<file path="config.mk">
export PLATFORM = sky130hd
export DESIGN_NAME = uart_apb
export DESIGN_NICKNAME = d
export VERILOG_FILES = /design/src/hdl/uart_line_pkg.sv /design/src/hdl/uart_reg_pkg.sv /design/src/hdl/uart_apb.sv /design/src/hdl/uart_fifo.sv /design/src/hdl/uart_rx.sv /design/src/hdl/uart_tx.sv
export SDC_FILE = /design/constraint.sdc
export NUM_CORES = 1
export LEC_CHECK = 0
export ABC_CLOCK_PERIOD_IN_PS = 2850
export BUFFER_PORTS_ARGS = -buffer_cell sky130_fd_sc_hd__buf_4
export CELL_PAD_IN_SITES_DETAIL_PLACEMENT = 1
export CELL_PAD_IN_SITES_GLOBAL_PLACEMENT = 1
export CORE_MARGIN = 4
export CORE_UTILIZATION = 48
export CTS_CLUSTER_SIZE = 30
export DETAILED_ROUTE_END_ITERATION = 8
export HOLD_SLACK_MARGIN = 0.05
export PLACE_DENSITY_LB_ADDON = 0.08
export SLEW_MARGIN = 20
export SYNTH_ARGS = -nofsm -noshare
export SYNTH_HDL_FRONTEND = slang
export SYNTH_SLANG_ARGS = --single-unit
</file>
<file path="constraint.sdc">
create_clock -name CLK -period 2.85 [get_ports CLK]
set_input_delay 0.285 -clock CLK [delete_from_list [all_inputs] [get_ports CLK]]
set_output_delay 0.285 -clock CLK [all_outputs]
set_load 0.02 [all_outputs]
</file>
<file path="src/hdl/uart_line_pkg.sv">
/*
 * uart line format
 * character and receive word types, divisor and frame
 * configuration, FIFO sizing and RX trigger code
 */
package uart_line_pkg;

  typedef logic [7:0] char_t;

  // receive word as stored in the RX FIFO
  typedef struct packed {
    logic  perr;                  // parity mismatch on this character
    char_t data;
  } rx_word_t;

  typedef logic [15:0] div_t;     // clocks per bit, 2 or more

  typedef struct packed {
    logic [1:0] wlen;             // data bits - 5
    logic       pen;              // parity enable
    logic       eps;              // 1: even, 0: odd
    logic       stb;              // 1: two stop bits
  } line_cfg_t;

  localparam int FIFO_DEPTH = 16;
  localparam int FIFO_CNT_W = 5;  // 0..16 entries

  typedef logic [1:0] trig_t;     // RX trigger 1/4/8/14

endpackage

</file>
<file path="src/hdl/uart_reg_pkg.sv">
/*
 * uart register map
 * offsets, bit positions inside LCR, LSR and IER,
 * IIR identification codes and register reset values
 */
package uart_reg_pkg;

  localparam int REG_ADDR_W = 3;                        // byte offsets 0..7

  // register offsets, 4/6/7 are not implemented
  localparam logic [REG_ADDR_W-1:0] ADR_RBR_THR = 3'd0; // DLL when DLAB set
  localparam logic [REG_ADDR_W-1:0] ADR_IER     = 3'd1; // DLM when DLAB set
  localparam logic [REG_ADDR_W-1:0] ADR_IIR_FCR = 3'd2; // IIR on read, FCR on write
  localparam logic [REG_ADDR_W-1:0] ADR_LCR     = 3'd3;
  localparam logic [REG_ADDR_W-1:0] ADR_LSR     = 3'd5;

  // LCR fields
  localparam int LCR_BITS = 0;                          // 2 bits, word length - 5
  localparam int LCR_STOP = 2;                          // 0: 1 stop, 1: 2 stop
  localparam int LCR_PEN  = 3;
  localparam int LCR_EPS  = 4;                          // even parity select
  localparam int LCR_DLAB = 7;

  // LSR fields
  localparam int LSR_DR   = 0;
  localparam int LSR_OE   = 1;
  localparam int LSR_PE   = 2;
  localparam int LSR_THRE = 5;
  localparam int LSR_TEMT = 6;

  // IER fields
  localparam int IER_RDA  = 0;
  localparam int IER_THRE = 1;
  localparam int IER_RLS  = 2;

  // IIR codes, highest priority first
  localparam logic [3:0] IIR_RLS  = 4'h6;
  localparam logic [3:0] IIR_RDA  = 4'h4;
  localparam logic [3:0] IIR_THRE = 4'h2;
  localparam logic [3:0] IIR_NONE = 4'h1;               // bit 0 set, nothing pending

  localparam logic [7:0] LSR_RESET = 8'h60;             // THRE and TEMT
  localparam logic [3:0] IIR_RESET = 4'h1;

endpackage

</file>
<file path="src/hdl/uart_apb.sv">
/*
 * uart top with APB register file
 * DLAB-switched divisor latch, IER, LCR, FCR and LSR,
 * TX/RX FIFO control and prioritized IIR with one event line,
 * holds both shift engines and their FIFOs
 */
`timescale 1ns/1ns

module uart_apb (
  input  logic                                 CLK,
  input  logic                                 RSTN,
  input  logic [uart_reg_pkg::REG_ADDR_W-1:0]  paddr_i,
  input  logic [7:0]                           pwdata_i,
  input  logic                                 pwrite_i,
  input  logic                                 psel_i,
  input  logic                                 penable_i,
  output logic [7:0]                           prdata_o,
  output logic                                 pready_o,
  output logic                                 pslverr_o,
  input  logic                                 rx_i,
  output logic                                 tx_o,
  output logic                                 event_o
);

  logic [7:0] lcr_q, dll_q, dlm_q, lsr_q, lsr_n;
  logic [2:0] ier_q;
  logic [3:0] iir_q, iir_n;
  uart_line_pkg::trig_t trig_q;
  logic oe_q, thre_pend_q, tx_empty_q;
  logic wr_en, rd_en, dlab, lsr_rd, iir_rd;
  logic tx_push, tx_clr, rx_clr, rx_pop;
  uart_line_pkg::line_cfg_t cfg;
  uart_line_pkg::div_t divisor;
  logic tx_valid, tx_ready, tx_empty;
  uart_line_pkg::char_t tx_data;
  logic rx_valid, rx_push_ready, rx_head_valid;
  uart_line_pkg::rx_word_t rx_word, rx_head;
  logic [uart_line_pkg::FIFO_CNT_W-1:0] tx_cnt, rx_cnt, trig_lvl;
  logic int_rls, int_rda, int_thre;

  ////////////////////////////////////////////////////
  // APB decode, no wait states
  assign pready_o  = psel_i;
  assign wr_en     = psel_i & penable_i & pwrite_i;
  assign rd_en     = psel_i & penable_i & ~pwrite_i;
  assign pslverr_o = psel_i & penable_i & ~((paddr_i == uart_reg_pkg::ADR_RBR_THR) |
                     (paddr_i == uart_reg_pkg::ADR_IER) | (paddr_i == uart_reg_pkg::ADR_LCR) |
                     (paddr_i == uart_reg_pkg::ADR_IIR_FCR) | (paddr_i == uart_reg_pkg::ADR_LSR));
  assign dlab    = lcr_q[uart_reg_pkg::LCR_DLAB];
  assign tx_push = wr_en & (paddr_i == uart_reg_pkg::ADR_RBR_THR) & ~dlab; // dropped if full
  assign rx_pop  = rd_en & (paddr_i == uart_reg_pkg::ADR_RBR_THR) & ~dlab;
  assign rx_clr  = wr_en & (paddr_i == uart_reg_pkg::ADR_IIR_FCR) & pwdata_i[1];
  assign tx_clr  = wr_en & (paddr_i == uart_reg_pkg::ADR_IIR_FCR) & pwdata_i[2];
  assign lsr_rd  = rd_en & (paddr_i == uart_reg_pkg::ADR_LSR);
  assign iir_rd  = rd_en & (paddr_i == uart_reg_pkg::ADR_IIR_FCR);

  assign cfg = '{wlen: lcr_q[uart_reg_pkg::LCR_BITS +: 2], pen: lcr_q[uart_reg_pkg::LCR_PEN],
                 eps: lcr_q[uart_reg_pkg::LCR_EPS], stb: lcr_q[uart_reg_pkg::LCR_STOP]};
  assign divisor = {dlm_q, dll_q};

  ////////////////////////////////////////////////////
  // paths
  uart_fifo #(.payload_t(uart_line_pkg::char_t)) u_tx_fifo (
    .CLK(CLK), .RSTN(RSTN), .clr_i(tx_clr),
    .push_valid_i(tx_push), .push_data_i(pwdata_i), .push_ready_o(),
    .pop_valid_o(tx_valid), .pop_data_o(tx_data), .pop_ready_i(tx_ready), .count_o(tx_cnt)
  );
  uart_tx u_tx (
    .CLK(CLK), .RSTN(RSTN), .cfg_i(cfg), .div_i(divisor),
    .tx_valid_i(tx_valid), .tx_data_i(tx_data), .tx_ready_o(tx_ready), .tx_o(tx_o)
  );
  uart_rx u_rx (
    .CLK(CLK), .RSTN(RSTN), .rx_i(rx_i), .cfg_i(cfg), .div_i(divisor),
    .rx_valid_o(rx_valid), .rx_word_o(rx_word), .rx_ready_i(rx_push_ready)
  );
  uart_fifo #(.payload_t(uart_line_pkg::rx_word_t)) u_rx_fifo (
    .CLK(CLK), .RSTN(RSTN), .clr_i(rx_clr),
    .push_valid_i(rx_valid), .push_data_i(rx_word), .push_ready_o(rx_push_ready),
    .pop_valid_o(rx_head_valid), .pop_data_o(rx_head), .pop_ready_i(rx_pop), .count_o(rx_cnt)
  );

  ////////////////////////////////////////////////////
  // status and interrupts
  assign tx_empty = (tx_cnt == '0);

  always_comb begin
    lsr_n = '0;
    lsr_n[uart_reg_pkg::LSR_DR]   = rx_head_valid;
    lsr_n[uart_reg_pkg::LSR_OE]   = oe_q;
    lsr_n[uart_reg_pkg::LSR_PE]   = rx_head_valid & rx_head.perr;  // head entry only
    lsr_n[uart_reg_pkg::LSR_THRE] = tx_empty;
    lsr_n[uart_reg_pkg::LSR_TEMT] = tx_empty & tx_ready;          // shifter idle too
    case (trig_q)
      2'd0:    trig_lvl = 5'd1;
      2'd1:    trig_lvl = 5'd4;
      2'd2:    trig_lvl = 5'd8;
      default: trig_lvl = 5'd14;
    endcase
  end

  assign int_rls  = ier_q[uart_reg_pkg::IER_RLS] & lsr_n[uart_reg_pkg::LSR_PE];
  assign int_rda  = ier_q[uart_reg_pkg::IER_RDA] & (rx_cnt >= trig_lvl);
  assign int_thre = ier_q[uart_reg_pkg::IER_THRE] & thre_pend_q;
  assign event_o  = int_rls | int_rda | int_thre;
  assign iir_n    = int_rls ? uart_reg_pkg::IIR_RLS : int_rda ? uart_reg_pkg::IIR_RDA :
                    int_thre ? uart_reg_pkg::IIR_THRE : uart_reg_pkg::IIR_NONE;

  always_comb begin
    prdata_o = '0;
    if (rd_en) begin
      case (paddr_i)
        uart_reg_pkg::ADR_RBR_THR: prdata_o = dlab ? dll_q : rx_head.data;
        uart_reg_pkg::ADR_IER:     prdata_o = dlab ? dlm_q : {5'b00000, ier_q};
        uart_reg_pkg::ADR_IIR_FCR: prdata_o = {4'hc, iir_q};     // FIFOs always on
        uart_reg_pkg::ADR_LCR:     prdata_o = lcr_q;
        uart_reg_pkg::ADR_LSR:     prdata_o = lsr_q;
        default:                   prdata_o = '0;
      endcase
    end
  end

  always_ff @(posedge CLK or negedge RSTN) begin
    if (!RSTN) begin
      lcr_q <= '0; dll_q <= '0; dlm_q <= '0; ier_q <= '0; trig_q <= '0;
      lsr_q <= uart_reg_pkg::LSR_RESET;
      iir_q <= uart_reg_pkg::IIR_RESET;
      oe_q        <= 1'b0;
      thre_pend_q <= 1'b0;
      tx_empty_q  <= 1'b1;
    end else begin
      lsr_q      <= lsr_n;
      iir_q      <= iir_n;
      tx_empty_q <= tx_empty;
      if (rx_valid && !rx_push_ready) oe_q <= 1'b1;              // RX FIFO full
      else if (lsr_rd) oe_q <= 1'b0;
      if (tx_empty && !tx_empty_q) thre_pend_q <= 1'b1;          // FIFO just drained
      else if (iir_rd || tx_push) thre_pend_q <= 1'b0;
      if (wr_en) begin
        case (paddr_i)
          uart_reg_pkg::ADR_RBR_THR: if (dlab) dll_q <= pwdata_i;
          uart_reg_pkg::ADR_IER: begin
            if (dlab) dlm_q <= pwdata_i;
            else ier_q <= pwdata_i[2:0];
          end
          uart_reg_pkg::ADR_IIR_FCR: trig_q <= pwdata_i[7:6];   // clears decoded above
          uart_reg_pkg::ADR_LCR:     lcr_q  <= pwdata_i;
          default: ;
        endcase
      end
    end
  end

endmodule

</file>
<file path="src/hdl/uart_fifo.sv">
/*
 * uart FIFO
 * synchronous circular buffer with a clear and an entry count,
 * valid/ready on both sides, payload set by a type parameter
 */
`timescale 1ns/1ns

module uart_fifo #(
  parameter type payload_t = logic [7:0]
) (
  input  logic                                 CLK,
  input  logic                                 RSTN,
  input  logic                                 clr_i,        // empties in one cycle
  input  logic                                 push_valid_i,
  input  payload_t                             push_data_i,
  output logic                                 push_ready_o,
  output logic                                 pop_valid_o,
  output payload_t                             pop_data_o,
  input  logic                                 pop_ready_i,
  output logic [uart_line_pkg::FIFO_CNT_W-1:0] count_o
);

  // pointers carry a wrap bit above the index
  logic [uart_line_pkg::FIFO_CNT_W-1:0] wr_ptr;
  logic [uart_line_pkg::FIFO_CNT_W-1:0] rd_ptr;
  payload_t                             mem [uart_line_pkg::FIFO_DEPTH];
  logic                                 push;
  logic                                 pop;

  // full when indexes match and wrap bits differ
  assign push_ready_o = (wr_ptr != {~rd_ptr[uart_line_pkg::FIFO_CNT_W-1],
                                    rd_ptr[uart_line_pkg::FIFO_CNT_W-2:0]});
  assign pop_valid_o  = (wr_ptr != rd_ptr);
  assign count_o      = wr_ptr - rd_ptr;
  assign pop_data_o   = mem[rd_ptr[uart_line_pkg::FIFO_CNT_W-2:0]];

  assign push = push_valid_i & push_ready_o & ~clr_i;   // clear wins over push
  assign pop  = pop_valid_o & pop_ready_i;

  always_ff @(posedge CLK) begin
    if (push) mem[wr_ptr[uart_line_pkg::FIFO_CNT_W-2:0]] <= push_data_i;
  end

  always_ff @(posedge CLK or negedge RSTN) begin
    if (!RSTN) begin
      wr_ptr <= '0;
      rd_ptr <= '0;
    end else if (clr_i) begin
      wr_ptr <= '0;
      rd_ptr <= '0;
    end else begin
      if (push) wr_ptr <= wr_ptr + 1'b1;
      if (pop)  rd_ptr <= rd_ptr + 1'b1;
    end
  end

endmodule

</file>
<file path="src/hdl/uart_rx.sv">
/*
 * uart receiver
 * synchronizes the line, qualifies the start bit at half a bit,
 * samples data and parity mid-bit and offers each character
 * with a parity-error flag at mid stop bit, never stalling
 */
`timescale 1ns/1ns

module uart_rx (
  input  logic                      CLK,
  input  logic                      RSTN,
  input  logic                      rx_i,
  input  uart_line_pkg::line_cfg_t  cfg_i,
  input  uart_line_pkg::div_t       div_i,
  output logic                      rx_valid_o,
  output uart_line_pkg::rx_word_t   rx_word_o,
  input  logic                      rx_ready_i
);

  typedef enum logic [1:0] {RX_IDLE, RX_START, RX_DATA, RX_STOP} rx_state_e;

  rx_state_e            state;
  logic                 rx_q1;
  logic                 rx_s;       // synchronized line
  logic                 rx_prev;    // for edge detect
  uart_line_pkg::div_t  baud;
  logic [3:0]           idx;        // data bits then parity
  logic [3:0]           nbits;
  logic [3:0]           last_idx;
  uart_line_pkg::char_t data;
  logic                 par_bit;
  logic                 par_calc;
  logic                 start_ok;
  logic                 sample;
  logic                 stop_mid;

  assign nbits    = 4'd5 + {2'b00, cfg_i.wlen};
  assign last_idx = nbits + {3'b000, cfg_i.pen} - 4'd1;
  assign par_calc = ^data ^ ~cfg_i.eps;                  // bits above length are 0

  assign start_ok = (state == RX_START) && (baud == '0) && !rx_s;
  assign sample   = (state == RX_DATA) && (baud == '0);
  assign stop_mid = (state == RX_STOP) && (baud == '0);

  ////////////////////////////////////////////////////
  // character assembly

  always_ff @(posedge CLK) begin
    if (start_ok) data <= '0;
    else if (sample && (idx < nbits)) data[idx[2:0]] <= rx_s;
    if (sample && (idx == nbits)) par_bit <= rx_s;       // only reached with parity
    if (stop_mid) begin
      rx_word_o.perr <= cfg_i.pen & (par_bit != par_calc);
      rx_word_o.data <= data;
    end
  end

  ////////////////////////////////////////////////////
  // bit timing FSM

  always_ff @(posedge CLK or negedge RSTN) begin
    if (!RSTN) begin
      rx_q1      <= 1'b1;
      rx_s       <= 1'b1;
      rx_prev    <= 1'b1;
      state      <= RX_IDLE;
      baud       <= '0;
      idx        <= '0;
      rx_valid_o <= 1'b0;
    end else begin
      rx_q1   <= rx_i;
      rx_s    <= rx_q1;
      rx_prev <= rx_s;
      if (rx_valid_o && rx_ready_i) rx_valid_o <= 1'b0;
      case (state)
        RX_IDLE: if (rx_prev && !rx_s) begin            // falling edge
          state <= RX_START;
          baud  <= {1'b0, div_i[15:1]} - 16'd1;          // half a bit
        end
        RX_START: if (baud == '0) begin
          if (!rx_s) begin
            state      <= RX_DATA;
            baud       <= div_i - 16'd1;
            idx        <= '0;
            rx_valid_o <= 1'b0;                          // unclaimed word is lost
          end else begin
            state <= RX_IDLE;                            // glitch
          end
        end else baud <= baud - 16'd1;
        RX_DATA: if (baud == '0) begin
          baud <= div_i - 16'd1;
          idx  <= idx + 4'd1;
          if (idx == last_idx) state <= RX_STOP;
        end else baud <= baud - 16'd1;
        default: if (baud == '0) begin                   // mid stop bit
          state      <= RX_IDLE;
          rx_valid_o <= 1'b1;
        end else baud <= baud - 16'd1;
      endcase
    end
  end

endmodule

</file>
<file path="src/hdl/uart_tx.sv">
/*
 * uart transmitter
 * takes one character per valid/ready transfer while idle and
 * shifts out start, data LSB first, optional parity and stop bits
 */
`timescale 1ns/1ns

module uart_tx (
  input  logic                      CLK,
  input  logic                      RSTN,
  input  uart_line_pkg::line_cfg_t  cfg_i,
  input  uart_line_pkg::div_t       div_i,
  input  logic                      tx_valid_i,
  input  uart_line_pkg::char_t      tx_data_i,
  output logic                      tx_ready_o,
  output logic                      tx_o
);

  logic                 busy;
  uart_line_pkg::div_t  baud;       // clocks left in this bit
  logic [3:0]           bits_left;  // frame bits still to send
  logic [11:0]          shreg;      // bit 0 drives the line
  logic [11:0]          frame;
  logic [3:0]           nbits;
  logic [3:0]           nframe;
  uart_line_pkg::char_t data_m;
  logic                 parity;

  // frame for the character at the FIFO head
  always_comb begin
    nbits  = 4'd5 + {2'b00, cfg_i.wlen};
    nframe = 4'd7 + {2'b00, cfg_i.wlen} + {3'b000, cfg_i.pen} + {3'b000, cfg_i.stb};
    data_m = tx_data_i & (8'hff >> (2'd3 - cfg_i.wlen));  // drop bits above length
    parity = ^data_m ^ ~cfg_i.eps;
    frame    = '1;                                         // stop bits and idle
    frame[0] = 1'b0;                                       // start
    for (int i = 0; i < 8; i++) begin
      if (i < nbits) frame[i+1] = data_m[i];
    end
    if (cfg_i.pen) frame[nbits+1] = parity;
  end

  assign tx_ready_o = ~busy;
  assign tx_o       = shreg[0];

  always_ff @(posedge CLK or negedge RSTN) begin
    if (!RSTN) begin
      busy      <= 1'b0;
      baud      <= '0;
      bits_left <= '0;
      shreg     <= '1;                  // line idles high
    end else if (!busy) begin
      if (tx_valid_i) begin             // transfer, start bit from next cycle
        busy      <= 1'b1;
        shreg     <= frame;
        baud      <= div_i - 16'd1;
        bits_left <= nframe;
      end
    end else if (baud == '0) begin      // bit period over
      shreg     <= {1'b1, shreg[11:1]};
      baud      <= div_i - 16'd1;
      bits_left <= bits_left - 4'd1;
      if (bits_left == 4'd1) busy <= 1'b0;  // last stop bit done
    end else begin
      baud <= baud - 16'd1;
    end
  end

endmodule

</file>
==> metrics.cfg, run 1 <==
[detailed_routing]
wire_per_inst_um = 24.84
num_vias = 12600
drcViolationCount = 0
drt_iter0_markers = 816
firstDrtPassIters = 5
routed_wl_um = 53580
vias_per_cell = 5.842
detail-route-antenna-nets = 0

[synthesis]
synth_compound_area_share_pct = 7.858
synth-edff-count = 282
seq_area_frac_synth_pct = 60.17
syn_area_per_cell_um2 = 13.58
synth_top_area_share_pct = 43.91
synth_area_leaders = edfxtp_1 44%, dfrtp_1 13%, mux4_2 7.1%
ys_async_sr_fraction_pct = 28.92
synth_top_family_by_area = multiplexers
syn-num-nets = 1496
synthAdderAreaFrac_pct = 3.945
yosys.area_share.simple_pct = 9.635
synth-main-ff-cell = edfxtp_1
netlist_area_mm2 = 0.01928
ys_seq_elements = 408
ys_warn_count = 0
ys_types = 73
synthCells = 1420
synthXorXnorAreaFrac_pct = 3.536
synth_mux_area_share_pct = 12.19
synth.largest_area_cell = edfxtp_1

[clock_tree]
root_buffer = clkbuf_16
clock_latency_ns = 0.58
cts_buffers = 44
clock_path_buffers = 3
cts-htree-levels = 2
worst_setup_hold_path_clk_slew_ns = 0.06
cts_sinks = 408
cts_tree = yes

[sta]
setup_viol = 10
fin_crit_ns = 3.387
hold_violations = 0
tightest_slew_ns = 0.7361
fin_hold_ws_ns = 0.08958
relSlewSlack_pct = 50.55
slew_violations = 0
finalWorstSetupSlack_ns = -0.5370
finalCritPeriodShare_pct = 118.8
clock.fmax_ghz = 0.2952
tns_ns = -4.281
rsz0062_at_grt = yes
skew_ns = 0.02562

[outcome]
violations = setup timing
status = finished with violations

[setup_path]
critPathLaunchType = flip-flop
rrSetupSlack_ns = -0.01
worstSetupPathType = reg -> out
cp.arrival_ns = 3.10
cp_max_fo = 4
critPathRequiredTime_ns = 2.57
cp-end-kind = primary output

[global_routing]
grt_use_total_pct = 24.82
grt_pass1_wl_um = 82990
grt_max_degree = 64
antenna_found_initial = 0
overflow = 0
first_global_vias = 13490

[floorplan]
die_x_um = 208.4
die-area_mm2 = 0.04345
io_pins = 29
core_mm2 = 0.03973
die_h_um = 208.4
rows = 73
initial_utilization_pct = 48.53

[finish]
final_cell_mix = 282 x edfxtp_1, 159 x buf_4, 115 x nand2_1, 101 x nor2_1, 96 x dfrtp_1
synthToLayoutAreaGrowth_pct = 19.70
layout.nets = 1672
final_common_cell = edfxtp_1
nFillCells = 3880
drive_gt1_share_pct = 27.21
fin_cells = 2157
antennaDiodeCount = 0

[place]
portBuffers = 28
dp_slack_ns = -0.3531
dpl.hpwl_um = 36080
placed_cells = 2046
globalplace.congestion = 0.8090

[power_and_ir_drop]
vdd_drop_max_mv = 0.6595
power_leakage_uw = 0.008564
p_total_uw = 18420
p_per_area_mw_per_mm2 = 798.1

[job]
max_cap_violations = 0

[min_path]
hp-class = in -> reg

[cell families (layout without fill, tap and decap cells)]
family / after synthesis / after routing
compound gates: 230 / 230
xor+xnor: 77 / 77
fa+ha+maj: 59 / 59
buf+inv: 118 / 330
flops: 408 / 408
mux: 135 / 135
simple gates: 393 / 393
[worst paths after layout]
check,from,end,cells after the start
max,u_rx_fifo.rd_ptr[0],prdata_o[2],8
min,pwdata_i[7],trig_q[1],3
max reg2reg,u_tx_fifo.rd_ptr[1],u_tx.shreg[11],11
min reg2reg,u_rx.rx_q1,u_rx.rx_s,0
max in group asynchronous,RSTN,u_tx.shreg[1],3
min in group asynchronous,RSTN,trig_q[0],2
[report_power, final]
part	leakage (µW)	internal, µW	total (µW)	switching [µW]
logic	0.00389	2570	5490	2920
registers	0.00400	6910	7490	574
clock network	0.000670	3010	5440	2430
[cell usage after synthesis (29+ instances only)]
cell type / instances
mux2i_1: 29
o21ai_0: 74
edfxtp_1: 282
clkbuf_1: 41
nand3_1: 32
nor3_1: 35
mux2_2: 33
a21oi_1: 43
xnor2_1: 48
mux4_2: 61
ha_1: 56
nor2_1: 107
nand2_1: 116
inv_1: 49
dfrtp_1: 100
[repair_timing]
action | 4_1_cts | 5_1_grt
resized for setup | 53 | 40
setup endpoints to repair | 32 | 93
pin swaps | 14 | 25
hold buffers | 3 | 0
cloned | 4 | 1
endpoints found under the hold margin | 58 | 0
buffers inserted | 11 | 12
[sequential cells by signal, summed over array words and instances, names as in the netlist, 8 cells and up]
name and cells:
u_tx_fifo.mem 128, u_rx.rx_word_o 9, lcr_q 8, u_rx.baud 16, u_tx.shreg 12, dlm_q 8
u_tx.baud 16, u_rx.data 8, u_rx_fifo.mem 144, dll_q 8
[layer usage]
layer / up-vias / global-route usage [%] / part of all wire (%)
met1: 6537 / 33.78 / 43
met4: 0 / 6.387 / 2.3
met3: 78 / 4.131 / 4.5
li1: 5732 / - / -
met5: - / 0 / 0
met2: 255 / 42.02 / 50
[metrics by stage]
stage | area, µm² | utilization [%]
floorplan | 19300 | -
global placement | 21040 | 52.95
detailed placement | 21040 | 52.95
CTS | 22820 | 57.42
global route | 23080 | 58.09
finish | 23080 | 58.09
[cell type report]
class	instances	area (µm²)	area share, %
multi-input combinational	894	7430	32.19
tap	525	656.9	2.846
clock buffer	51	1149	4.976
clock inverter	31	227.7	0.9866
inverter	51	191.4	0.8294
timing repair buffer	197	1819	7.882
sequential	408	11610	50.29
[critical path, cell delays in order (launching register included)]
cell,delay [ns]
dfrtp_2,0.46
buf_6,0.16
buf_16,0.12
mux4_2,0.52
mux4_2,0.47
mux2_4,0.29
a221oi_4,0.26
nor2_2,0.09
buf_6,0.15
Note: power is estimated with default switching activity, not from simulation.
==> inputs of run 2 (changes only) <==
--- a/config.mk
+++ b/config.mk
@@ -6,7 +6,7 @@
 export NUM_CORES = 1
 export LEC_CHECK = 0
 export ABC_CLOCK_PERIOD_IN_PS = 2850
-export BUFFER_PORTS_ARGS = -buffer_cell sky130_fd_sc_hd__buf_4
+export BUFFER_PORTS_ARGS = -buffer_cell sky130_fd_sc_hd__buf_2
 export CELL_PAD_IN_SITES_DETAIL_PLACEMENT = 1
 export CELL_PAD_IN_SITES_GLOBAL_PLACEMENT = 1
 export CORE_MARGIN = 4
==> run 2 against run 1 <==
Against the previous run:
- the run still ends with setup timing left
- combinational power up 2%
- power is 3.0% higher
- largest power group unchanged
- via count decreased by 0.21%
- register-to-register slack worse by 0.06 ns
- largest cell class unchanged
- final cell count is 0.23% lower
- critical path depth did not move
- non-clock buffer count shrank 10
- core utilization is 0.19 points lower
- wire length is 0.42% lower
- hold slack gained 0.031 ns
- clock power grew 8.3%
==> metrics.cfg, run 2 (same netlist as run 1, synthesis figures left out) <==
[setup_path]
cpMostUsedCell = mux4_2
cp-end-kind = primary output
critPathLaunchType = flip-flop
r2r-end = u_tx.shreg[10]
rrSetupSlack_ns = -0.07  ; -0.06 ns
worstPathCellList = buf_12, buf_16, mux4_2, mux4_2, mux2_2, a221oi_2, nor2_1, buf_4
slowest_delay_ns = 0.52  ; about the same
ff2ff_path_depth = 10  ; -1
cp.arrival_ns = 3.11  ; about the same
critPathBufInv = 3  ; unchanged
cp_max_fo = 7  ; +3
path_delay_family = multiplexers
critPathRequiredTime_ns = 2.57  ; about the same
worstSetupPathType = reg -> out
reg2reg_from = u_tx_fifo.rd_ptr[1]
cp.depth = 8  ; unchanged
slowest_stage = mux4_2

[clock_tree]
cts_tree = yes
cts_sinks = 408  ; unchanged
cts-htree-levels = 2  ; unchanged
clock_latency_ns = 0.58  ; about the same
clock_path_buffers = 3  ; unchanged
cts_buffers = 47  ; +6.8%
worst_setup_hold_path_clk_slew_ns = 0.06  ; about the same
root_buffer = clkbuf_16

[place]
dpl.hpwl_um = 35760  ; -0.88%
portBuffers = 28  ; unchanged
placed_cells = 2041  ; -0.24%
globalplace.congestion = 0.8310  ; +2.7%

[floorplan]
rows = 73  ; unchanged
initial_utilization_pct = 48.53  ; unchanged
die_x_um = 208.4  ; unchanged
die_h_um = 208.4  ; unchanged
io_pins = 29  ; unchanged
core_mm2 = 0.03973  ; unchanged
die-area_mm2 = 0.04345  ; unchanged

[sta]
tightest_slew_ns = 0.8578  ; +0.1217 ns
clock.fmax_ghz = 0.2948  ; -0.14%
finalCritPeriodShare_pct = 119.0  ; +0.16 points
tns_ns = -4.498  ; -0.2170 ns
rsz0062_at_grt = yes
setup_viol = 13  ; +3
hold_violations = 0  ; unchanged
finalWorstSetupSlack_ns = -0.5416  ; -0.004612 ns
skew_ns = 0.01512  ; -0.01051 ns
fin_crit_ns = 3.392  ; +0.004612 ns
relSlewSlack_pct = 42.81  ; -7.7 points
slew_violations = 0  ; unchanged

[power_and_ir_drop]
p_per_area_mw_per_mm2 = 824.9  ; +3.4%
vdd_drop_max_mv = 0.5800  ; -12%
power_leakage_uw = 0.008514  ; -0.59%

[global_routing]
antenna_found_initial = 1  ; +1
grt_max_degree = 77  ; +20%
grt_use_total_pct = 24.62  ; -0.21 points
grt_pass1_wl_um = 82450  ; -0.65%
busiest_layer = met2
grt_use_met1_pct = 33.70  ; -0.079 points
overflow = 0  ; unchanged
first_global_vias = 13280  ; -1.6%
grt_util_met2_pct = 41.38  ; -0.64 points
use_met3_pct = 3.815  ; -0.32 points

[detailed_routing]
firstDrtPassIters = 5  ; unchanged
vias_per_cell = 5.843  ; about the same
detail-route-antenna-nets = 0  ; unchanged
num_vias = 12580  ; -0.21%
wire_per_inst_um = 24.79  ; -0.19%
routed_wl_um = 53360  ; -0.42%
drcViolationCount = 0  ; unchanged
drt_iter0_markers = 1061  ; +30%

[finish]
synthToLayoutAreaGrowth_pct = 19.32
largest_reg_flops = 144  ; unchanged
drive_gt1_share_pct = 26.31  ; -0.90 points
fin_cells = 2152  ; -0.23%
layout.nets = 1665  ; -0.42%
seq_area_mm2 = 0.01161  ; about the same
antennaDiodeCount = 0  ; unchanged
multi_input_area_mm2 = 0.007390  ; -0.54%
final_common_cell = edfxtp_1
final_cell_mix = 282 x edfxtp_1, 137 x buf_4, 114 x nand2_1, 101 x nor2_1, 97 x dfrtp_1
nFillCells = 3873  ; -0.18%

[job]
max_cap_violations = 0  ; unchanged

[outcome]
violations = setup timing
status = finished with violations

[min_path]
hp-start = pwrite_i
min_to = oe_q
hold_depth = 5  ; +2
hp-class = in -> reg

-- run 2: cell types whose count changed in the layout (fill, tap and decap cells not counted), moves of 3 or more --
| cell | delta |
|---|---|
| mux2i_4 | -3 |
| buf_6 | -3 |
| and2_2 | -7 |
| and2_1 | +7 |
| clkbuf_8 | +3 |
| clkinv_2 | -4 |
| buf_4 | -22 |
| clkinv_1 | -5 |
| xnor2_1 | +3 |
| buf_2 | +18 |
| clkbuf_1 | +7 |
| xnor2_2 | -3 |
-- run 2: through the flow --
stage / setup slack, ns / instance area (µm²) / hold slack (ns) / utilization, % / total power (µW)
floorplan: -0.09067 / 19300 / -0.01059 / - / 10830
finish: -0.5416 / 23010 / 0.1208 / 57.91 / 18980
global route: -0.6518 / 23010 / 0.1439 / 57.91 / 20040
CTS: -0.5537 / 22940 / 0.07749 / 57.75 / 19040
detailed placement: -0.2239 / 20950 / 0.3490 / 52.72 / 12560
global placement: -0.06705 / 20950 / 0.3460 / 52.72 / 12390
-- run 2: layer usage --
metal / up-vias / routed length [µm]
met5: - / 13
met4: 2 / 1149
met3: 65 / 2213
met2: 261 / 26660
met1: 6532 / 23320
li1: 5715 / -
-- run 2: worst register-to-register path, stage by stage (launching register included) --
cell	delay [ns]
dfrtp_4	0.49
buf_8	0.16
mux4_2	0.52
mux2i_2	0.22
xor2_1	0.18
mux2i_1	0.11
xnor2_1	0.30
xnor2_2	0.17
xnor2_2	0.21
nor3_4	0.31
a41oi_2	0.14
-- run 2: repair_timing --
| item | CTS | global route |
|---|---|---|
| hold endpoints to repair | 70 | 0 |
| gates resized for setup | 52 | 43 |
| setup endpoints to repair | 52 | 28 |
| pin swaps | 11 | 24 |
| setup buffers | 22 | 6 |
| hold buffers | 2 | 0 |
| gates cloned | 3 | 0 |
-- run 2: how the worst max path moves through the flow --
stage / from / endpoint / slack (ns)
after floorplan: u_rx_fifo.rd_ptr[3] / u_rx_fifo.mem[1][0] / -0.09
after global placement: u_tx_fifo.rd_ptr[1] / u_tx.shreg[10] / -0.07
after detailed placement: u_tx_fifo.rd_ptr[1] / u_tx.shreg[11] / -0.22
after CTS: u_rx_fifo.rd_ptr[0] / prdata_o[0] / -0.55
after global routing: u_rx_fifo.rd_ptr[0] / event_o / -0.65
final: u_rx_fifo.rd_ptr[0] / prdata_o[2] / -0.54
-- run 2: power breakdown --
part / total [µW] / switching [µW] / leakage (µW) / internal, µW
Combinational: 5600 / 3010 / 0.00377 / 2590
Clock: 5890 / 2430 / 0.000739 / 3460
Sequential: 7490 / 575 / 0.00400 / 6910
Total: 19000 / 6010 / 0.00851 / 13000
-- run 2: area by class of cell --
type | instances | area share, %
Clock buffer | 64 | 5.612
Clock inverter | 23 | 0.9625
Inverter | 51 | 0.8320
Multi-Input combinational cell | 894 | 32.12
Sequential cell | 408 | 50.46
Tap cell | 525 | 2.855
Timing Repair Buffer | 187 | 7.162
